<file path="config.mk">
export PLATFORM = sky130hd
export DESIGN_NAME = ff_goodness_accum
export DESIGN_NICKNAME = d
export VERILOG_FILES = /design/src/logic/ff_pkg.sv /design/src/logic/ff_goodness_accum.sv
export VERILOG_INCLUDE_DIRS = /design/src /design/src/logic
export SDC_FILE = /design/constraint.sdc
export NUM_CORES = 2
export LEC_CHECK = 0
export BUFFER_PORTS_ARGS = -buffer_cell sky130_fd_sc_hd__buf_4
export CAP_MARGIN = 20
export CORE_ASPECT_RATIO = 1.1
export CORE_UTILIZATION = 61
export CTS_CLUSTER_SIZE = 8
export DETAILED_ROUTE_END_ITERATION = 6
export HOLD_SLACK_MARGIN = 0.02
export PLACE_DENSITY = 0.81
export SLEW_MARGIN = 5
export SYNTH_ARGS = -nofsm -noshare
export SYNTH_HDL_FRONTEND = slang
export SYNTH_SLANG_ARGS = --single-unit
</file>
<file path="constraint.sdc">
create_clock -name clk -period 3.2 [get_ports clk]
set_clock_uncertainty 0.15 [all_clocks]
set_input_delay 0.64 -clock clk [delete_from_list [all_inputs] [get_ports clk]]
set_output_delay 0.64 -clock clk [all_outputs]
set_load 0.01 [all_outputs]
</file>
<file path="src/logic/ff_macros.svh">
// Layer sizes and Q16.16 fixed-point format
// Word map of the shared memory
// Byte offsets of the control and status registers
`ifndef FF_MACROS_SVH
`define FF_MACROS_SVH

// Layer shape
`define FF_INPUTS      8
`define FF_NEURONS     4
`define FF_FRAC_BITS   16

// Shared memory, word addressed
`define FF_MEM_DEPTH   64
`define FF_IN_BASE     0
`define FF_BIAS_BASE   8
`define FF_ACT_BASE    12
// Weight of neuron n, input i at W_BASE + n*INPUTS + i
`define FF_W_BASE      16

// Registers above the memory window
`define FF_REG_CTRL    12'h100
`define FF_REG_STATUS  12'h104
`define FF_REG_GOOD    12'h108
`define FF_AXI_ADDR_W  12

`endif

</file>
<file path="src/logic/ff_pkg.sv">
// Shared types of the layer
// Data word, memory and bus addresses, bus responses
// Engine state encoding
`include "ff_macros.svh"

package ff_pkg;

    // One Q16.16 value
    typedef logic [31:0] ff_data_t;

    // Word index into the shared memory
    typedef logic [$clog2(`FF_MEM_DEPTH)-1:0] ff_word_addr_t;

    // Byte address on the AXI4-Lite bus
    typedef logic [`FF_AXI_ADDR_W-1:0] ff_axi_addr_t;

    // AXI response code
    typedef logic [1:0] ff_resp_t;

    localparam ff_resp_t RESP_OKAY   = 2'b00;
    localparam ff_resp_t RESP_SLVERR = 2'b10;

    // Per neuron: inputs and weights in pairs, then bias, then write back
    typedef enum logic [2:0] {
        IDLE, READ_IN, READ_W, READ_BIAS, WRITE_ACT, DONE
    } ff_engine_state_t;

endpackage

</file>
<file path="src/logic/ff_goodness_accum.sv">
// Goodness of one pass
// Sum of squared activations, each square back in Q16.16
`include "ff_macros.svh"

module ff_goodness_accum import ff_pkg::*; (
    input  logic     clk,
    input  logic     rst_n,
    input  logic     clear,
    input  logic     act_valid,
    input  ff_data_t act_data,
    output ff_data_t goodness
);

    logic signed [63:0] sq;

    // Square at full width
    assign sq = $signed(act_data) * $signed(act_data);

    // Wrapping 32-bit sum, one term per reported activation
    always_ff @(posedge clk or negedge rst_n) begin
        if (!rst_n) begin
            goodness <= '0;
        end else if (clear) begin
            // New pass
            goodness <= '0;
        end else if (act_valid) begin
            goodness <= goodness + ff_data_t'(sq >>> `FF_FRAC_BITS);
        end
    end

endmodule

</file>
==> run summary <==
Run status: finished with violations
Failing checks: setup timing
Crit path capture type: flop
Num rows: 81
Vias in the first global route: 25760
Synth warnings: 0
First-pass GRT wire length: 129.2 mm
Port Buffers: 67
Die ar.: 0.04627 sq mm
Routed vias: 22690
Largest net degree at the start of global routing: 37
Post-synthesis sequential area ratio: 2.890%
Final hold vios: 0
Io pins: 68
Slew Limit Fails: 0
CP Class: in2reg
Primary FF master, synth: dfrtp_1
Most common cell on crit path: fa_1
Max Root-Sink Buffers: 2
Worst r2r src: goodness[0]
Total Wirelength: 86.68 mm
Number of flip-flops in the largest register: 32
CTS Buf Count: 5
Die height: 225.5 um
Die width: 205.2 um
Yosys reg bits: 32
Mapped Cells: 2890
Fmax: 0.1007 GHz
Layout net count: 4435
Final Core Density: 77.14%
Worst-margin pin slew: 0.5319 ns
Synth async-reset ratio: 100.0%
Grt ovf: 0
Period minus WS final: 9.934 ns
DR DRC count: 0
CP startpoint kind: primary input
Synth Cell Area: 0.02770 sq mm
DP Wirelength: 68.27 mm
Syn_nets: 3899
Final GP Congestion: 1.030
Clock-pin slew on the worst setup and hold paths: 0.06 ns
Slowest cell on the critical path: fa_1
H-tree Lvls: 2
Initial DRC Count: 1977
Sequential Area: 800.8 sq um
# hold bufs at CTS: 0
Yosys cell types: 61
TritonCTS Sinks: 32
CP required: 3.23 ns
Unrepaired setup endpoints after global routing: yes
Core Area: 0.04459 sq mm
DR pass1 iterations: 7
Clock root cell: clkbuf_16
Synth Area per Inst: 9.586 sq um
Tot GR Track Use: 36.87%
Average wire per standard cell: 21.62 um
Fin worst setup slack: -6.734 ns
Critical Path Start: act_data[2]
Biggest regs: goodness (32)
Post-synth EDFFs: 0
Final period util: 310.4%
Fraction of layout cells with a size suffix above 1: 24.48%
CTS tree: done
Multi-input logic area: 0.02432 sq mm
Max-cap violation count: 0
R2R Setup Slk: -0.42 ns
Final setup violation count: 32
Starting Density: 62.13%
Fill cell count: 2516
Clk Latency, worst-skew pair: 0.29 ns
Most flops, register: goodness
Via/cell ratio: 5.658
Antenna Violating Nets Remaining: 0
Area Growth Syn to Fin: 24.16%
CP max stage delay: 0.63 ns
Reg2Reg Depth: 14
Crit-path max FO: 6
Crit path arrival time: 9.97 ns
Initial antenna violation count: 2
Worst r2r dst: goodness[30]
Worst hold path type: in2async
Max-slew headroom: 64.54%
==> worst max-delay path, delay by kind of cell <==
kind                     cells  cell delay, ns
XOR/XNOR                     2            0.31
buffers and inverters        8            1.03
AO/OA/AOI/OAI               14            3.37
AND/OR/NAND/NOR              5            0.58
adder cells (fa/ha/maj)     10            4.03
==> how the worst max path moves through the flow <==
stage / endpoint / slack [ns] / cells after the start
5_1_grt: goodness[30] / -6.97 / 36
3_3_place_gp: goodness[30] / -6.77 / 37
6_report: goodness[30] / -6.73 / 39
4_1_cts: goodness[30] / -6.32 / 35
3_5_place_dp: goodness[30] / -6.96 / 37
2_1_floorplan: goodness[30] / -6.47 / 37
==> area by class of cell <==
type	instances	share of cell area, %
multi-input cells	1882	70.69
inverters	887	9.698
repair buffers	618	14.73
clock buffers	8	0.4256
flip-flops and latches	32	2.328
well taps	581	2.113
diodes	2	0.01455
==> per-layer routing <==
metal / global-route usage [%] / routed length [um] / share of wire, % / vias up
li1: - / - / - / 9369
met1: 41.36 / 28330 / 33 / 11490
met2: 63.96 / 43250 / 50 / 1305
met3: 6.651 / 7105 / 8.2 / 526
met4: 24.80 / 8002 / 9.2 / 0
met5: 0 / 0 / 0 / -
==> per-stage QoR <==
stage                     setup TNS (ns)  hold WS, ns  instance area, sq um  worst slack (ns)  std cells
after floorplan                  -166.26       0.1944                 27960            -6.473       2890
after global placement           -185.89       0.4012                 32530            -6.773       3953
after detailed placement         -190.62       0.4058                 32530            -6.958       3953
after CTS                        -171.55       0.1667                 33420            -6.318       3986
after global routing             -191.55       0.1821                 34400            -6.967       4010
final                            -184.22       0.1429                 34400            -6.734       4010
==> cells in the final DEF (no fill, tap or decap), types with 24 or more instances in the layout <==
master / synthesis / final
buf_6: 1 / 31
xor2_1: 25 / 25
inv_1: 884 / 860
inv_2: 0 / 24
fa_1: 772 / 750
nand2_1: 241 / 229
ha_1: 201 / 166
dfrtp_1: 32 / 32
nor2_1: 114 / 96
a21oi_1: 49 / 31
and2_1: 175 / 159
xnor2_1: 62 / 52
buf_4: 0 / 562
ha_4: 0 / 28
==> synth_stat cells (14+ instances only) <==
master    instances  area share (%)
inv_1           884              12
a21o_1           23            0.62
nor2b_1          17            0.38
nand2_1         241             3.3
fa_1            772              56
and2_1          175             4.0
a21oi_1          49            0.89
ha_1            201             9.1
mux2i_1          23            0.83
xnor2_1          62             2.0
xor2_1           25            0.79
nand2b_1         14            0.32
dfrtp_1          32             2.9
clkbuf_1         87             1.2
o21ai_0          23            0.42
nor2_1          114             1.5
==> what timing repair did <==
action                     4_1_cts  5_1_grt
pin swaps                       69      107
setup buffers                   23       30
setup endpoints to repair       32       32
gates resized for setup        106      188
cloned                           3        0
==> cells by family after synthesis <==
| logic type | Yosys count | share of synthesized area [%] |
|---|---|---|
| muxes | 25 | 0.9123 |
| xor gates and xnor gates | 88 | 2.832 |
| buffers and inverters | 976 | 13.25 |
| and+or+nand+nor | 610 | 10.54 |
| AOI/OAI and AO/OA | 186 | 4.711 |
| adders and majority gates | 973 | 64.86 |
| DFF | 32 | 2.890 |
Power is left out: the tool's default activity adds up to more than one toggle a clock period on the data nets, which glitch-free logic cannot reach.
