### config.mk
export PLATFORM = sky130hd
export DESIGN_NAME = ff_mem_arbiter
export DESIGN_NICKNAME = d
export VERILOG_FILES = /design/src/logic/ff_pkg.sv /design/src/logic/ff_mem_arbiter.sv
export VERILOG_INCLUDE_DIRS = /design/src /design/src/logic
export SDC_FILE = /design/constraint.sdc
export NUM_CORES = 2
export LEC_CHECK = 0
export BUFFER_PORTS_ARGS = -buffer_cell sky130_fd_sc_hd__buf_2
export CORE_ASPECT_RATIO = 0.8
export CORE_MARGIN = 3
export CORE_UTILIZATION = 55
export CTS_CLUSTER_DIAMETER = 30
export CTS_CLUSTER_SIZE = 20
export DETAILED_ROUTE_END_ITERATION = 10
export PLACE_DENSITY = 0.79
export SYNTH_ARGS = -nofsm -noshare
export SYNTH_HDL_FRONTEND = slang
export SYNTH_SLANG_ARGS = --single-unit
### constraint.sdc
create_clock -name clk -period 4.16 [get_ports clk]
set_clock_uncertainty 0.15 [all_clocks]
set_input_delay 0.208 -clock clk [delete_from_list [all_inputs] [get_ports clk]]
set_output_delay 0.208 -clock clk [all_outputs]
set_load 0.05 [all_outputs]
### src/logic/ff_macros.svh
// Layer sizes and Q16.16 fixed-point format
// Word map of the shared memory
// Byte offsets of the control and status registers
`ifndef FF_MACROS_SVH
`define FF_MACROS_SVH

// Layer shape
`define FF_INPUTS      8
`define FF_NEURONS     4
`define FF_FRAC_BITS   16

// Shared memory, word addressed
`define FF_MEM_DEPTH   64
`define FF_IN_BASE     0
`define FF_BIAS_BASE   8
`define FF_ACT_BASE    12
// Weight of neuron n, input i at W_BASE + n*INPUTS + i
`define FF_W_BASE      16

// Registers above the memory window
`define FF_REG_CTRL    12'h100
`define FF_REG_STATUS  12'h104
`define FF_REG_GOOD    12'h108
`define FF_AXI_ADDR_W  12

`endif

### src/logic/ff_pkg.sv
// Shared types of the layer
// Data word, memory and bus addresses, bus responses
// Engine state encoding
`include "ff_macros.svh"

package ff_pkg;

    // One Q16.16 value
    typedef logic [31:0] ff_data_t;

    // Word index into the shared memory
    typedef logic [$clog2(`FF_MEM_DEPTH)-1:0] ff_word_addr_t;

    // Byte address on the AXI4-Lite bus
    typedef logic [`FF_AXI_ADDR_W-1:0] ff_axi_addr_t;

    // AXI response code
    typedef logic [1:0] ff_resp_t;

    localparam ff_resp_t RESP_OKAY   = 2'b00;
    localparam ff_resp_t RESP_SLVERR = 2'b10;

    // Per neuron: inputs and weights in pairs, then bias, then write back
    typedef enum logic [2:0] {
        IDLE, READ_IN, READ_W, READ_BIAS, WRITE_ACT, DONE
    } ff_engine_state_t;

endpackage

### src/logic/ff_mem_arbiter.sv
// Shared word memory behind a two-way round-robin arbiter
// Requester 0 is the bus slave, requester 1 the layer engine
// Read data registered per requester
`include "ff_macros.svh"

module ff_mem_arbiter import ff_pkg::*; (
    input  logic          clk,
    input  logic          rst_n,
    input  logic [1:0]    req,
    input  logic [1:0]    we,
    input  ff_word_addr_t addr [2],
    input  ff_data_t      wdata [2],
    output logic [1:0]    gnt,
    output ff_data_t      rdata [2]
);

    ff_data_t mem [`FF_MEM_DEPTH];
    logic     last_win;
    logic     sel;

    // Grant in the request cycle, loser of the last contest wins a tie
    always_comb begin
        gnt = req;
        if (&req) begin
            gnt          = 2'b00;
            gnt[~last_win] = 1'b1;
        end
    end

    // Index of the granted requester
    assign sel = gnt[1];

    always_ff @(posedge clk or negedge rst_n) begin
        if (!rst_n) begin
            last_win <= 1'b0;
            for (int k = 0; k < `FF_MEM_DEPTH; k++) begin
                mem[k] <= '0;
            end
        end else if (|gnt) begin
            last_win <= sel;
            if (we[sel]) begin
                mem[addr[sel]] <= wdata[sel];
            end
        end
    end

    // Read data stays until the requester's next read grant
    always_ff @(posedge clk) begin
        for (int r = 0; r < 2; r++) begin
            if (gnt[r] && !we[r]) begin
                rdata[r] <= mem[addr[r]];
            end
        end
    end

endmodule

==> impl_results.md <==
- Maximum level of the CTS H-tree: 5
- Launch point of the worst reg-to-reg path: last_win
- Per-cell via count in the routed design: 7.28
- Peak clock frequency supported by timing: 261 MHz
- Antenna violations before repair: 28
- Overall die area: 208000 µm²
- Top cells by area, synth: dfrtp_1 46%, mux4_2 21%, mux2_2 20%, edfxtp_1 1.7%, mux2_1 1.5%
- Detailed-route via count: 75454
- Horizontal die dimension: 509 µm
- Sequential area share after synthesis: 47.7%
- Xor/xnor share of the synthesized area: 0%
- Setup TNS: 0 ps
- Summed instance area of the synthesized netlist: 112000 µm²
- Synthesis-to-finish area growth: 17.2%
- Setup repair after global routing missed its margin: false
- Worst min-delay path startpoint: wdata[59]
- Count of nets left with antenna violations after detail routing: 0
- Setup Buffers After CTS: 0
- Cell depth of the worst hold path: 3
- Cell-by-cell trace of the critical path: a21boi_4 -> buf_4 -> mux2_2 -> dlygate4sd3_1 -> mux2_1
- Critical path type: reg -> reg
- Starting density of the core: 55.5%
- Buffer cell driving the clock tree root: clkbuf_16
- Clock Sink Count: 2113
- Combinational power share: 17.0%
- Net switching share of the total power: 27.1%
- Kind of start point of the critical path: flip-flop
- DRC viols: 0
- Largest area contributor in the synthesized netlist: dfrtp_1
- Net count, final: 7426
- Setup crit end kind: flip-flop
- Share of post-route cells with drive strength above 1: 57.7%
- Power density of the placed cells: 554 nW/µm²
- Routed wire length: 379000 µm
- Share of synthesized cell area in full adder, half adder and majority cells: 0%
- Multiplexer fraction of the synthesized cell area: 44.2%
- CTS tree: built
- Input/output buffers: 147
- First-pass GRT wire length: 553000 µm
- Number of warnings issued by yosys: 0
- Final worst hold slack: 19.1 ps
- Global routing usage summed across all routing layers: 36.6%
- Yosys reg bits: 2113
- Avg Cell Area, Syn: 15.7 µm²
- Initial detailed-routing violation count: 9687
- Max clock buf depth: 4
- Total power of the final layout: 0.0724 W
- Internal reg-to-reg setup slack: 330 ps
- Power dissipated by switching net loads: 0.0196 W
- Worst relative slew slack: 10.2%
- Top-Level Pins: 148
- Compound-Gate Fraction of Synth Area: 2.91%
- Transition at the pin with the smallest max-transition slack: 1350 ps
- Length in cells of the worst reg-to-reg path: 5
- Floorplan core area: 201000 µm²
- Net count after synthesis: 7179
- Fraction of post-synthesis cell area in the top cell type by area: 46.0%
- Leak: 59.5 nW
- Routability cong.: 0.907
- Max Cap Violations: 0
- Total half-perimeter wirelength after legalization and detailed placement: 228000 µm
- Drt pass-1 iters: 6
- Maximum number of pins on one net before global-route repair: 136
- Internal Power: 0.0528 W
- Clock latency reported for the late side of the worst-skew pair: 1000 ps
- Post-Syn Instances: 7097
- Worst Hold Class: in -> reg
- Hold worst-path end: mem[27]
- Worst path arrival time: 4530 ps
- Placed cell count: 9622
- Worst reg2reg path endpoint: mem[1972]
- Max IR drop VDD: 0.000524 V
- Dominant combinational cell family by area after synthesis: multiplexers
- Crit share post-route: 92.0%
- Synthesized-area fraction occupied by and/or/nand/nor cells: 2.02%
- Finish-stage setup viols: 0
- Clock transition at the register clock pins on the worst setup and hold paths after CTS: 50 ps
- Timing startpoint of the critical path: last_win
- Share of flip-flops with an asynchronous set or reset: 97.0%
- Count of cell types in the netlist: 61
- CP Max Fanout: 35
- Final cell count without fillers: 10363
- Footprint of the flip-flops and latches: 53200 µm²
- GRT overflow: 0
- Via count of the first global-routing pass: 78215
- Clock group share of total power: 45.2%
- Crit path largest cell delay: 910 ps
- Fill cell instance count of the final layout: 13267
- Part of the total power dissipated in sequential elements: 37.8%
- Number of hold-slack violations in the final timing report: 0
- Floorplan die height: 409 µm
- Master of the slowest instance on the critical path: dlygate4sd3_1
- Final-report max-slew violation count: 0
- Count of flip-flops with a built-in enable after synthesis: 64
- Total CTS buffers: 391
- Prevailing post-synth register cell: dfrtp_1
- Avg WL per Cell: 36.6 µm
- Area of the multi-input gates: 55100 µm²
- Fin crit period: 3830 ps
- Site row count: 147
- Required time of the critical path: 4860 ps
- Outcome: finished clean
layout by cell type (no fill, tap or decap), types with 64 or more instances in the layout:
cell type / synthesis / routed
edfxtp_1: 64 / 64
mux2i_1: 160 / 160
buf_4: 23 / 346
nor3_1: 67 / 66
clkbuf_16: 0 / 398
mux2_2: 2010 / 2010
o22ai_1: 158 / 158
nor2_1: 92 / 89
dfrtp_1: 2049 / 2049
buf_12: 1 / 102
buf_2: 253 / 138
mux4_2: 1024 / 1024
mux2_1: 145 / 145
registers in the layout, indices dropped and copies added (netlist names):
signal    flops
mem        2048
rdata        64
last_win      1
repair_timing:
item                      4_1_cts  5_1_grt
hold endpoints to repair     1879        0
hold buffers                   11        0
gates resized for setup         0        0
worst max-delay path by stage:
stage                            to  slack, ps
after floorplan            rdata[0]        460
final                     mem[1972]        330
after global placement    rdata[15]        600
after global routing      mem[1972]        250
after CTS                 mem[1972]        370
after detailed placement  rdata[15]        560
through the flow:
stage                     util, %  setup WS [ps]  cell area, µm²
after detailed placement     58.2            563          117000
after global routing         65.0            253          131000
after CTS                    65.0            373          131000
final                        65.0            334          131000
after floorplan                 -            455          112000
after global placement       58.2            604          117000
logic make-up after synthesis:
kind of cell | Yosys count
buf+inv | 752
simple gates | 405
mux | 3364
compound gates | 463
flops | 2113
power by group through the flow:
stage	logic (W)	clock network (W)	registers, W
2_1_floorplan	0.00879	0	0.0265
3_3_place_gp	0.0116	0	0.0270
3_5_place_dp	0.0120	0	0.0274
4_1_cts	0.0122	0.0328	0.0272
5_1_grt	0.0130	0.0339	0.0277
6_report	0.0123	0.0327	0.0273
layout make-up:
cell class | count | area share (%)
Antenna cell | 31 | 0.0593
Clock buffer | 476 | 8.15
Clock inverter | 223 | 2.16
Inverter | 2 | 0.00574
Multi-Input combinational cell | 4232 | 42.1
Sequential cell | 2113 | 40.7
Tap cell | 2682 | 2.57
Timing Repair Buffer | 604 | 4.25
critical path: cells and delay by family, from the launching register on:
| kind | cells | cell delay [ps] |
|---|---|---|
| multiplexers | 2 | 960 |
| AO/OA/AOI/OAI | 1 | 530 |
| buffers and inverters | 2 | 1570 |
| flip-flops | 1 | 430 |
routing by layer:
layer,vias to the layer above,global-route usage (%),wire (µm),part of all wire [%]
met5,-,0,349,0.092
met4,28,21.5,26600,7.0
met3,1429,14.6,54000,14
met2,5499,50.7,161000,42
met1,39960,48.7,137000,36
li1,28538,-,-,-
Yosys cell counts (30+ instances only):
cell	n
buf_1	85
nor3_1	67
a21oi_1	32
clkbuf_1	353
mux4_2	1024
a221oi_1	46
edfxtp_1	64
o21ai_0	54
mux2i_1	160
a22oi_1	30
o22ai_1	158
mux2_2	2010
a22o_1	30
nor2b_1	36
mux2_1	145
buf_6	34
nand2_1	68
buf_2	253
nor2_1	92
dfrtp_1	2049
nand3_1	33
Note: power is estimated with default switching activity, not from simulation.
