## src/logic/ff_macros.svh

```systemverilog
// Layer sizes and Q16.16 fixed-point format
// Word map of the shared memory
// Byte offsets of the control and status registers
`ifndef FF_MACROS_SVH
`define FF_MACROS_SVH

// Layer shape
`define FF_INPUTS      8
`define FF_NEURONS     4
`define FF_FRAC_BITS   16

// Shared memory, word addressed
`define FF_MEM_DEPTH   64
`define FF_IN_BASE     0
`define FF_BIAS_BASE   8
`define FF_ACT_BASE    12
// Weight of neuron n, input i at W_BASE + n*INPUTS + i
`define FF_W_BASE      16

// Registers above the memory window
`define FF_REG_CTRL    12'h100
`define FF_REG_STATUS  12'h104
`define FF_REG_GOOD    12'h108
`define FF_AXI_ADDR_W  12

`endif

```

## src/logic/ff_pkg.sv

```systemverilog
// Shared types of the layer
// Data word, memory and bus addresses, bus responses
// Engine state encoding
`include "ff_macros.svh"

package ff_pkg;

    // One Q16.16 value
    typedef logic [31:0] ff_data_t;

    // Word index into the shared memory
    typedef logic [$clog2(`FF_MEM_DEPTH)-1:0] ff_word_addr_t;

    // Byte address on the AXI4-Lite bus
    typedef logic [`FF_AXI_ADDR_W-1:0] ff_axi_addr_t;

    // AXI response code
    typedef logic [1:0] ff_resp_t;

    localparam ff_resp_t RESP_OKAY   = 2'b00;
    localparam ff_resp_t RESP_SLVERR = 2'b10;

    // Per neuron: inputs and weights in pairs, then bias, then write back
    typedef enum logic [2:0] {
        IDLE, READ_IN, READ_W, READ_BIAS, WRITE_ACT, DONE
    } ff_engine_state_t;

endpackage

```

## src/logic/ff_axil_slave.sv

```systemverilog
// AXI4-Lite slave of the layer
// Address decode into memory window, registers or error
// Memory accesses go through the arbiter as requester 0
// Control, status and goodness registers answered locally
`include "ff_macros.svh"

module ff_axil_slave import ff_pkg::*; (
    input  logic          clk,
    input  logic          rst_n,
    input  ff_axi_addr_t  awaddr,
    input  logic          awvalid,
    output logic          awready,
    input  ff_data_t      wdata,
    // Byte strobes not supported, full word always written
    input  logic [3:0]    wstrb,
    input  logic          wvalid,
    output logic          wready,
    output ff_resp_t      bresp,
    output logic          bvalid,
    input  logic          bready,
    input  ff_axi_addr_t  araddr,
    input  logic          arvalid,
    output logic          arready,
    output ff_data_t      rdata,
    output ff_resp_t      rresp,
    output logic          rvalid,
    input  logic          rready,
    output logic          mem_req,
    output logic          mem_we,
    output ff_word_addr_t mem_addr,
    output ff_data_t      mem_wdata,
    input  logic          mem_gnt,
    input  ff_data_t      mem_rdata,
    output logic          start,
    input  logic          busy,
    input  logic          done,
    input  ff_data_t      goodness
);

    typedef enum logic [1:0] {SL_IDLE, SL_MEM, SL_MEM_DATA, SL_RESP} slv_state_t;

    slv_state_t   state;
    ff_axi_addr_t acc_addr;
    ff_axi_addr_t addr_q;
    ff_data_t     wdata_q;
    ff_data_t     rdata_q;
    ff_data_t     reg_rdata;
    ff_resp_t     resp_q;
    logic         we_q;
    logic         wr_accept;
    logic         rd_accept;
    logic         is_mem;
    logic         is_ctrl;
    logic         is_reg;

    // Only one transaction in flight, write wins a tie with read
    assign wr_accept = (state == SL_IDLE) && awvalid && wvalid;
    assign rd_accept = (state == SL_IDLE) && arvalid && !(awvalid && wvalid);
    assign awready   = wr_accept;
    assign wready    = wr_accept;
    assign arready   = rd_accept;

    // Decode
    assign acc_addr = wr_accept ? awaddr : araddr;
    assign is_mem   = (acc_addr < 12'h100) &&
                      (acc_addr[`FF_AXI_ADDR_W-1:2] < `FF_MEM_DEPTH);
    assign is_ctrl  = (acc_addr == `FF_REG_CTRL);
    assign is_reg   = is_ctrl || (acc_addr == `FF_REG_STATUS) || (acc_addr == `FF_REG_GOOD);

    // Ctrl reads as zero
    always_comb begin
        reg_rdata = '0;
        if (acc_addr == `FF_REG_STATUS) begin
            reg_rdata = {30'd0, done, busy};
        end else if (acc_addr == `FF_REG_GOOD) begin
            reg_rdata = goodness;
        end
    end

    // Start pulse in the accept cycle; ignored while a pass runs
    assign start = wr_accept && is_ctrl && wdata[0] && !busy;

    // Arbiter side
    assign mem_req   = (state == SL_MEM);
    assign mem_we    = we_q;
    assign mem_addr  = addr_q[$bits(ff_word_addr_t)+1:2];
    assign mem_wdata = wdata_q;

    // Bus responses
    assign bresp = resp_q;
    assign rresp = resp_q;
    assign rdata = rdata_q;

    always_ff @(posedge clk or negedge rst_n) begin
        if (!rst_n) begin
            state  <= SL_IDLE;
            bvalid <= 1'b0;
            rvalid <= 1'b0;
            we_q   <= 1'b0;
        end else begin
            case (state)
                SL_IDLE: begin
                    if (wr_accept || rd_accept) begin
                        we_q <= wr_accept;
                        // Registers and errors answer on the next cycle
                        if (is_mem) begin
                            state <= SL_MEM;
                        end else begin
                            bvalid <= wr_accept;
                            rvalid <= rd_accept;
                            state  <= SL_RESP;
                        end
                    end
                end
                SL_MEM: begin
                    // Hold request until granted
                    if (mem_gnt) begin
                        bvalid <= we_q;
                        state  <= we_q ? SL_RESP : SL_MEM_DATA;
                    end
                end
                SL_MEM_DATA: begin
                    rvalid <= 1'b1;
                    state  <= SL_RESP;
                end
                SL_RESP: begin
                    if ((bvalid && bready) || (rvalid && rready)) begin
                        bvalid <= 1'b0;
                        rvalid <= 1'b0;
                        state  <= SL_IDLE;
                    end
                end
                default: state <= SL_IDLE;
            endcase
        end
    end

    // Captured request and response payload
    always_ff @(posedge clk) begin
        if (wr_accept || rd_accept) begin
            addr_q  <= acc_addr;
            wdata_q <= wdata;
            rdata_q <= reg_rdata;
            resp_q  <= (is_mem || is_reg) ? RESP_OKAY : RESP_SLVERR;
        end else if (state == SL_MEM_DATA) begin
            // Arbiter read data is valid here
            rdata_q <= mem_rdata;
        end
    end

endmodule

```

## config.mk

```make
export PLATFORM = sky130hd
export DESIGN_NAME = ff_axil_slave
export DESIGN_NICKNAME = d
export VERILOG_FILES = /design/src/logic/ff_pkg.sv /design/src/logic/ff_axil_slave.sv
export VERILOG_INCLUDE_DIRS = /design/src /design/src/logic
export SDC_FILE = /design/constraint.sdc
export NUM_CORES = 1
export LEC_CHECK = 0
export ABC_AREA = 1
export BUFFER_PORTS_ARGS = -buffer_cell sky130_fd_sc_hd__buf_2
export CAP_MARGIN = 20
export CORE_AREA = 3 3 93 95
export DETAILED_ROUTE_END_ITERATION = 12
export DIE_AREA = 0 0 96 98
export PLACE_DENSITY_LB_ADDON = 0.1
export SLEW_MARGIN = 25
export SYNTH_ARGS = -nofsm -noshare
export SYNTH_HDL_FRONTEND = slang
export SYNTH_SLANG_ARGS = --single-unit
```

## constraint.sdc

```tcl
create_clock -name clk -period 5.4 [get_ports clk]
set_input_delay 1.62 -clock clk [delete_from_list [all_inputs] [get_ports clk]]
set_output_delay 1.62 -clock clk [all_outputs]
set_load 0.01 [all_outputs]
```

==> flow_metrics.env <==
export IMPL_final_common_cell="buf_2"
export IMPL_period_needed_ns=4.56
export IMPL_finalHoldViolCount=0
export IMPL_final_cell_count_no_fill=630
export IMPL_slew_viol_final=0
export IMPL_root_buffer="clkbuf_8"
export IMPL_diodes=0
export IMPL_syn_area_mm2=0.00355
export IMPL_ir_worst_vdd_uv=110
export IMPL_slowest_stage="o21ai_1"
export IMPL_crit_buf_inv=2
export IMPL_io_buffers=209
export IMPL_cts_setup_buffers=0
export IMPL_dr_pass1_iters=4
export IMPL_postCtsHoldBufs=0
export IMPL_placed_area_mm2=0.00463
export IMPL_power_density_mw_per_mm2=256
export IMPL_rr_worst_depth=10
export IMPL_cts_buffer_depth=2
export IMPL_cpLargestDelayFamily="simple AND/OR/NAND/NOR gates"
export IMPL_grt_max_degree=73
export IMPL_drt_initial_drc_count=82
export IMPL_cts_buffers=9
export IMPL_path_cells="buf_2 > nand3_4 > o21ai_1 > nand2_1 > nor2_8 > nand2_1 > nor3_1 > buf_2"
export IMPL_cp_slowest_stage_delay_ns=0.25
export IMPL_critPathCaptureType="output pin"
export IMPL_clk_pin_slew_ns=0.08
export IMPL_crit_fanout=18
export IMPL_avgSynthCellArea_um2=11.3
export IMPL_drtAntennaViolNets=0
export IMPL_finalWirelength_mm=9.52
export IMPL_power_total_w=0.00125
export IMPL_hold_path_depth=2
export IMPL_stdcell_area_mm2=0.00487
export IMPL_min_period_over_period_pct=84.4
export IMPL_vias=2991
export IMPL_regToRegStartpoint="state[0]$_DFFE_PN0P_"
export IMPL_vias_per_cell=4.75
export IMPL_grt_pass1_vias=3030
export IMPL_fmax_ghz=0.219
export IMPL_grt_pass1_wl_mm=14.5
export IMPL_fin_setup_tns_ns=0
export IMPL_wire_per_inst_um=15.1
export IMPL_grt_setup_unrepaired="no"
export IMPL_synth_cells=315
export IMPL_synth_warning_count=0
export IMPL_drc=0
export IMPL_nets=662
export IMPL_ys_seq_elements=76
export IMPL_die_y_um=98
export IMPL_fin_util_pct=62.4
export IMPL_cap_violations=0
export IMPL_drive_gt1_share_pct=51.1
export IMPL_r2r_end="bvalid$_DFFE_PN0P_"
export IMPL_worstMarginPinSlew_ns=0.877
export IMPL_dp_cells=614
export IMPL_synth_cell_types=26
export IMPL_ios=216
export IMPL_die_area_mm2=0.00941
export IMPL_status="completed"
export IMPL_finClkSkew_ns=0.0143
export IMPL_min_to="bvalid$_DFFE_PN0P_"
export IMPL_initial_core_util_pct=45.4
export IMPL_antenna_found_initial=0
export IMPL_hp_start="bvalid$_DFFE_PN0P_"
export IMPL_cp_arrival_ns=2.94
export IMPL_reg2reg_slack_ns=2.55
export IMPL_cts_sinks=76
export IMPL_setup_violations_final=0
export IMPL_slew_headroom_pct=41.6
export IMPL_cts_resized=0
export IMPL_required_ns=3.78
export IMPL_hpwl_mm=7.17
export IMPL_fillCellCount=669
export IMPL_htree_levels=3
export IMPL_overflow=0
export IMPL_leakage_nw=2.29
export IMPL_ys_seq_area_share_pct=63.7
export IMPL_cts_tree="built"
export IMPL_grtUsageTotal_pct=20.1
export IMPL_hp_class="reg2reg"
export IMPL_clk_latency_ns=0.35
export IMPL_cp_start_kind="input port"
export IMPL_setup_worst_path_class="in2out"
export IMPL_placementRows=32
export IMPL_place_congestion=0.829
export IMPL_die_x_um=96
export IMPL_syn_to_final_growth_pct=37.4
export IMPL_core_area_mm2=0.00781
export IMPL_final_cell_mix="209 x buf_2, 107 x nand2_1, 71 x edfxtp_1"
[logic make-up (layout without fill, tap and decap cells)]
group / Yosys count / count (layout) / share of synthesized area [%]
simple gates: 146 / 146 / 18.8
buf+inv: 44 / 256 / 6.07
compound gates: 43 / 43 / 9.63
other cells: 1 / 2 / 0.106
fa+ha+maj: 5 / 5 / 1.76
flops: 76 / 76 / 63.7
[routing by layer]
layer  up-vias  routed length [um]  GRT usage [%]  part of all wire [%]
met4         0                 176           6.78                   1.8
li1       1467                   -              -                     -
met1      1374                3800           24.1                    40
met2       134                4690           33.8                    49
met5         -                   0              0                     0
met3        16                 848           6.32                   8.9
[cell type report]
type | instances | area [um^2] | area share, %
timing repair buffer | 211 | 1060 | 21.8
multi-input combinational | 196 | 1080 | 22.1
inverter | 29 | 109 | 2.23
tap | 102 | 128 | 2.62
clock buffer | 10 | 128 | 2.62
clock inverter | 6 | 113 | 2.31
sequential | 76 | 2260 | 46.3
[state kept, by name, summed over array words and instances, names as in the netlist]
| signal | flops |
|---|---|
| addr_q | 6 |
| bresp | 1 |
| bvalid | 1 |
| mem_wdata | 32 |
| mem_we | 1 |
| rdata | 32 |
| rvalid | 1 |
| state | 2 |
[worst max path at each step]
stage             from    end  depth (start not counted)
2_1_floorplan  awvalid  start                          6
3_3_place_gp   awvalid  start                          8
3_5_place_dp   awvalid  start                          8
4_1_cts        awvalid  start                          8
5_1_grt        awvalid  start                          8
6_report       awvalid  start                          8
[power breakdown]
| group | total [W] | switching [W] | leakage [nW] | internal [W] |
|---|---|---|---|---|
| clock | 0.000522 | 0.000214 | 0.120 | 0.000308 |
| combinational | 0.0000813 | 0.0000357 | 1.47 | 0.0000455 |
| sequential | 0.000642 | 0 | 0.699 | 0.000642 |
[stage by stage]
step                setup slack [ns]  hold slack, ns
floorplan                       1.19           0.522
global placement               0.867           0.483
detailed placement             0.819           0.498
CTS                            0.823           0.528
global route                   0.673           0.580
finish                         0.842           0.529
[synthesized netlist by cell type (all sizes together)]
cell	count	area [um^2]
nand2	110	420
edfxtp	71	2130
o21ai	39	304
inv	29	109
nor2	13	95.1
nand3	12	85.1
buf	10	87.6
nand4	8	50.1
clkbuf	5	18.8
dfrtp	5	125
ha	5	62.6
a21oi	3	30.0
nor3	3	15.0
conb	1	3.75
o211ai	1	7.51
[tightest hold or removal path: stages, from the launching register on]
cell	delay, ns
dfrtp_1	0.37
nand2_1	0.06
o21ai_1	0.07
Note: power is estimated with default switching activity, not from simulation.
