`src/logic/ff_macros.svh`:
```
// Layer sizes and Q16.16 fixed-point format
// Word map of the shared memory
// Byte offsets of the control and status registers
`ifndef FF_MACROS_SVH
`define FF_MACROS_SVH

// Layer shape
`define FF_INPUTS      8
`define FF_NEURONS     4
`define FF_FRAC_BITS   16

// Shared memory, word addressed
`define FF_MEM_DEPTH   64
`define FF_IN_BASE     0
`define FF_BIAS_BASE   8
`define FF_ACT_BASE    12
// Weight of neuron n, input i at W_BASE + n*INPUTS + i
`define FF_W_BASE      16

// Registers above the memory window
`define FF_REG_CTRL    12'h100
`define FF_REG_STATUS  12'h104
`define FF_REG_GOOD    12'h108
`define FF_AXI_ADDR_W  12

`endif

```
`src/logic/ff_pkg.sv`:
```
// Shared types of the layer
// Data word, memory and bus addresses, bus responses
// Engine state encoding
`include "ff_macros.svh"

package ff_pkg;

    // One Q16.16 value
    typedef logic [31:0] ff_data_t;

    // Word index into the shared memory
    typedef logic [$clog2(`FF_MEM_DEPTH)-1:0] ff_word_addr_t;

    // Byte address on the AXI4-Lite bus
    typedef logic [`FF_AXI_ADDR_W-1:0] ff_axi_addr_t;

    // AXI response code
    typedef logic [1:0] ff_resp_t;

    localparam ff_resp_t RESP_OKAY   = 2'b00;
    localparam ff_resp_t RESP_SLVERR = 2'b10;

    // Per neuron: inputs and weights in pairs, then bias, then write back
    typedef enum logic [2:0] {
        IDLE, READ_IN, READ_W, READ_BIAS, WRITE_ACT, DONE
    } ff_engine_state_t;

endpackage

```
`src/logic/ff_layer_engine.sv`:
```
// Forward pass of one fully connected layer
// Per neuron: MAC over input and weight pairs, bias, ReLU, write back
// All operands fetched through the arbiter, two cycles per access
`include "ff_macros.svh"

module ff_layer_engine import ff_pkg::*; (
    input  logic          clk,
    input  logic          rst_n,
    input  logic          start,
    output logic          busy,
    output logic          done,
    output logic          mem_req,
    output logic          mem_we,
    output ff_word_addr_t mem_addr,
    output ff_data_t      mem_wdata,
    input  logic          mem_gnt,
    input  ff_data_t      mem_rdata,
    output logic          act_valid,
    output logic          clear,
    output ff_data_t      act_data
);

    localparam int IN_W  = $clog2(`FF_INPUTS);
    localparam int NEU_W = $clog2(`FF_NEURONS);

    ff_engine_state_t   state;
    logic               pending;
    logic               start_ok;
    logic [IN_W-1:0]    in_idx;
    logic [NEU_W-1:0]   neu_idx;
    ff_data_t           in_q;
    ff_data_t           sum_q;
    ff_data_t           act_q;
    ff_data_t           term;
    ff_data_t           pre_act;
    logic signed [63:0] prod;

    assign busy     = (state != IDLE) && (state != DONE);
    assign done     = (state == DONE);
    assign start_ok = start && !busy;
    assign clear    = start_ok;

    // Request until granted, then one cycle for the read data
    assign mem_req   = busy && !pending;
    assign mem_we    = (state == WRITE_ACT);
    assign mem_wdata = act_q;

    // Activation reported as it is written
    assign act_valid = mem_req && mem_gnt && mem_we;
    assign act_data  = act_q;

    always_comb begin
        case (state)
            READ_IN:   mem_addr = ff_word_addr_t'(`FF_IN_BASE + in_idx);
            READ_W:    mem_addr = ff_word_addr_t'(`FF_W_BASE + neu_idx * `FF_INPUTS + in_idx);
            READ_BIAS: mem_addr = ff_word_addr_t'(`FF_BIAS_BASE + neu_idx);
            default:   mem_addr = ff_word_addr_t'(`FF_ACT_BASE + neu_idx);
        endcase
    end

    // Full signed product back to Q16.16, low 32 bits kept
    assign prod    = $signed(in_q) * $signed(mem_rdata);
    assign term    = ff_data_t'(prod >>> `FF_FRAC_BITS);
    assign pre_act = sum_q + mem_rdata;

    always_ff @(posedge clk or negedge rst_n) begin
        if (!rst_n) begin
            state   <= IDLE;
            pending <= 1'b0;
            in_idx  <= '0;
            neu_idx <= '0;
        end else if (start_ok) begin
            state   <= READ_IN;
            pending <= 1'b0;
            in_idx  <= '0;
            neu_idx <= '0;
        end else if (mem_req && mem_gnt) begin
            pending <= 1'b1;
        end else if (pending) begin
            pending <= 1'b0;
            case (state)
                READ_IN: state <= READ_W;
                READ_W: begin
                    if (in_idx == IN_W'(`FF_INPUTS - 1)) begin
                        in_idx <= '0;
                        state  <= READ_BIAS;
                    end else begin
                        in_idx <= in_idx + 1'b1;
                        state  <= READ_IN;
                    end
                end
                READ_BIAS: state <= WRITE_ACT;
                WRITE_ACT: begin
                    // Last neuron ends the pass, done holds until next start
                    if (neu_idx == NEU_W'(`FF_NEURONS - 1)) begin
                        state <= DONE;
                    end else begin
                        neu_idx <= neu_idx + 1'b1;
                        state   <= READ_IN;
                    end
                end
                default: state <= IDLE;
            endcase
        end
    end

    // Datapath, loaded in the cycle the read data arrives
    always_ff @(posedge clk) begin
        if (start_ok) begin
            sum_q <= '0;
        end else if (pending) begin
            case (state)
                READ_IN:   in_q  <= mem_rdata;
                READ_W:    sum_q <= sum_q + term;
                // ReLU on the biased sum
                READ_BIAS: act_q <= pre_act[31] ? '0 : pre_act;
                WRITE_ACT: sum_q <= '0;
                default:   sum_q <= sum_q;
            endcase
        end
    end

endmodule

```
`config.mk`:
```
export PLATFORM = sky130hd
export DESIGN_NAME = ff_layer_engine
export DESIGN_NICKNAME = d
export VERILOG_FILES = /design/src/logic/ff_pkg.sv /design/src/logic/ff_layer_engine.sv
export VERILOG_INCLUDE_DIRS = /design/src /design/src/logic
export SDC_FILE = /design/constraint.sdc
export NUM_CORES = 2
export LEC_CHECK = 0
export ABC_CLOCK_PERIOD_IN_PS = 9250
export BUFFER_PORTS_ARGS = -buffer_cell sky130_fd_sc_hd__buf_2
export CELL_PAD_IN_SITES_DETAIL_PLACEMENT = 1
export CELL_PAD_IN_SITES_GLOBAL_PLACEMENT = 2
export CORE_MARGIN = 8
export CORE_UTILIZATION = 39
export CTS_BUF_LIST = sky130_fd_sc_hd__clkbuf_4 sky130_fd_sc_hd__clkbuf_8 sky130_fd_sc_hd__clkbuf_16
export CTS_CLUSTER_SIZE = 16
export DETAILED_ROUTE_END_ITERATION = 12
export GPL_TIMING_DRIVEN = 0
export PLACE_DENSITY_LB_ADDON = 0.25
export SYNTH_ARGS = -nofsm -noshare
export SYNTH_HDL_FRONTEND = slang
export SYNTH_SLANG_ARGS = --single-unit
```
`constraint.sdc`:
```
create_clock -name clk -period 9.25 [get_ports clk]
set_input_delay 1.85 -clock clk [delete_from_list [all_inputs] [get_ports clk]]
set_output_delay 1.85 -clock clk [all_outputs]
set_load 0.05 [all_outputs]
```
==> results.json <==
{
  "fin_hold_ws_ns": 0.4845,
  "worst-endpoint-arrival_ns": 10.80,
  "netlist_top_cells_area": "sky130_fd_sc_hd__fa_1 48%, sky130_fd_sc_hd__and2_1 9.0%, sky130_fd_sc_hd__inv_1 8.7%",
  "final_cell_area_mm2": 0.04064,
  "coreArea_mm2": 0.08960,
  "synthDominantCellAreaShare_pct": 47.91,
  "period_share_pct": 113.8,
  "detailedPlacementHpwl_um": 110800,
  "die_boundary_height_um": 316,
  "pin_count": 112,
  "clk-insertion-delay-late_ns": 0.43,
  "grt_antenna_before_repair": 10,
  "drt_wl_total_um": 131800,
  "hold_path.class": "reg -> reg",
  "start_kind": "input port",
  "synthArstFlopShare_pct": 8.654,
  "clk_pin_slew_worst_paths_ns": 0.10,
  "rows": 110,
  "timing.critical_path.mode_cell": "sky130_fd_sc_hd__fa_1",
  "criticalPathCategory": "in -> reg",
  "timing.critical_path.to_type": "flip-flop",
  "number_of_global_route_vias_before_repair": 30165,
  "io_buffers": 109,
  "ys_dominant_reg_cell": "sky130_fd_sc_hd__edfxtp_1",
  "critPathSlowestCell": "sky130_fd_sc_hd__fa_2",
  "synth-edff-count": 63,
  "number_of_max_cap_violations": 0,
  "postSynthAreaPerCell_um2": 9.372,
  "drc_errors": 0,
  "layout_min_cycle_time_ns": 10.53,
  "finalHoldViolations": 0,
  "floorplan.initialDensity_pct": 39.17,
  "fillerInstances": 10150,
  "clk_path_buf_depth": 2,
  "post_synth_num_cell_types": 69,
  "finish.net_count": 5080,
  "cts_tree": "yes",
  "slew-limit-headroom_pct": 34.41,
  "synth.yosys.warnings": 0,
  "timing.setup.tns_ns": -15.33,
  "crit_path_largest_cell_delay_ns": 0.59,
  "rsz0062_at_grt": "yes",
  "globalRouteTotalUtil_pct": 27.04,
  "reg2regPathDepth": 38,
  "clock_sinks": 104,
  "vias": 26536,
  "gp_congestion": 0.9052,
  "first_pass_iters": 5,
  "failing_checks": "negative setup slack",
  "grt_max_degree": 21,
  "worstPathRequired_ns": 9.52,
  "hold_buffers": 0,
  "cts.root.buffer_cell": "sky130_fd_sc_hd__clkbuf_16",
  "grt_first_pass_wirelength_um": 197400,
  "synthesis.area_mm2": 0.03510,
  "grt-ovfl-total": 0,
  "synth.cells.most_frequent": "840 x sky130_fd_sc_hd__fa_1, 812 x sky130_fd_sc_hd__inv_1, 505 x sky130_fd_sc_hd__and2_1",
  "crit_fanout": 6,
  "antenna_violating_nets_post_route": 0,
  "setup-violations-final": 23,
  "route.detailed.vias_per_inst": 5.144,
  "layoutNonFillerInstCount": 5159,
  "outcome": "finished, violations left",
  "synth_area_leader_cell": "sky130_fd_sc_hd__fa_1",
  "synthCells": 3745,
  "ys_seq_elements": 104,
  "place_area_mm2": 0.03753,
  "fin_ws_ns": -1.276,
  "die-width_um": 316,
  "skew_ns": 0.03289,
  "peak_clock_frequency_supported_by_timing_ghz": 0.09500,
  "areaGrowthSynthToFinish_pct": 15.77,
  "reg2reg_setup_slack_ns": -1.16,
  "synth.yosys.seq_area_share_pct": 7.857,
  "avgRoutedWirePerCell_um": 25.54,
  "timing_max_transition_violations_final": 0,
  "cts_buffers": 9,
  "cts-htree-levels": 3,
  "dieArea_mm2": 0.09986,
  "place.detailed.instances": 5037,
  "worst_pin_slew_ns": 0.9768,
  "post-synth-top-count-cell": "sky130_fd_sc_hd__fa_1",
  "min_path_cells": 2,
  "drive_gt1_share_pct": 13.27,
  "drt_iter0_drc": 1587
}
==> per-stage QoR <==
| step | setup slack (ns) | util, % |
|---|---|---|
| final | -1.276 | 45.35 |
| after CTS | -1.260 | 44.74 |
| after floorplan | -0.7020 | - |
| after detailed placement | -3.219 | 41.89 |
| after global routing | -1.593 | 45.34 |
| after global placement | -3.164 | 41.80 |
==> what timing repair did <==
| action | in CTS | in global routing |
|---|---|---|
| pin swaps | 73 | 41 |
| endpoints found under the setup margin | 31 | 25 |
| cloned | 0 | 1 |
| resized for setup | 363 | 73 |
| buffers inserted | 72 | 33 |
==> layer usage <==
layer  up-vias  track usage (%)  wire length, µm
li1      11466                -                -
met1     14121            35.38            54580
met2       768            46.07            64310
met3       181            4.560             8583
met4         0            7.701             4296
met5         -                0                0
==> state kept, by name, summed over array words and instances, names as in the netlist <==
name and cells:
sum_q 32, pending 1, neu_idx 2, act_data 31, in_q 32, state 3
in_idx 3
==> kinds of logic after synthesis <==
kind of cell             share of synthesized area, %
other                                         0.01068
AO/OA/AOI/OAI                                   4.837
AND/OR/NAND/NOR                                 16.73
buffers and inverters                           11.35
XOR/XNOR                                        2.994
flip-flops                                      7.857
multiplexers                                   0.1212
adder cells (fa/ha/maj)                         56.10
==> layout by cell type (no fill, tap or decap), types with 34 or more instances in the layout <==
master | Yosys | final
sky130_fd_sc_hd__a21oi_1 | 71 | 43
sky130_fd_sc_hd__clkbuf_16 | 0 | 50
sky130_fd_sc_hd__xor2_1 | 47 | 45
sky130_fd_sc_hd__nor2_1 | 89 | 81
sky130_fd_sc_hd__a21o_1 | 44 | 44
sky130_fd_sc_hd__inv_1 | 812 | 798
sky130_fd_sc_hd__clkbuf_1 | 178 | 103
sky130_fd_sc_hd__ha_1 | 229 | 206
sky130_fd_sc_hd__buf_4 | 33 | 123
sky130_fd_sc_hd__xnor2_1 | 73 | 68
sky130_fd_sc_hd__nand2_1 | 441 | 437
sky130_fd_sc_hd__and2_1 | 505 | 485
sky130_fd_sc_hd__fa_1 | 840 | 814
sky130_fd_sc_hd__edfxtp_1 | 63 | 63
sky130_fd_sc_hd__buf_2 | 3 | 86
sky130_fd_sc_hd__o21ai_1 | 30 | 34
==> final cells by class <==
class | count | area (µm²) | share of cell area (%)
buffer | 214 | 1969 | 4.847
multi-input combinational | 2615 | 29310 | 72.12
inverter | 813 | 3054 | 7.516
tap | 1176 | 1471 | 3.621
timing repair buffer | 218 | 1748 | 4.302
clock buffer | 9 | 225.2 | 0.5542
sequential | 104 | 2758 | 6.786
clock inverter | 7 | 95.09 | 0.2340
antenna | 3 | 7.507 | 0.01847
==> path summary, 6_finish.rpt <==
path	from	to
worst max-delay path	mem_rdata[20]	sum_q[28]
worst min-delay path	sum_q[6]	sum_q[6]
worst max register to register	in_q[18]	sum_q[28]
worst min register to register	sum_q[6]	sum_q[6]
max in group asynchronous	rst_n	in_idx[2]
min in group asynchronous	rst_n	neu_idx[1]
==> worst max-delay path: cells and delay by family <==
family,cells,cell delay (ns)
AO/OA/AOI/OAI,16,2.64
XOR/XNOR,2,0.35
adder cells (fa/ha/maj),10,4.61
buffers and inverters,9,0.88
AND/OR/NAND/NOR,3,0.45
Power is not shown: default switching activity piles up to over one toggle a cycle in this logic, so the estimate is an artifact.
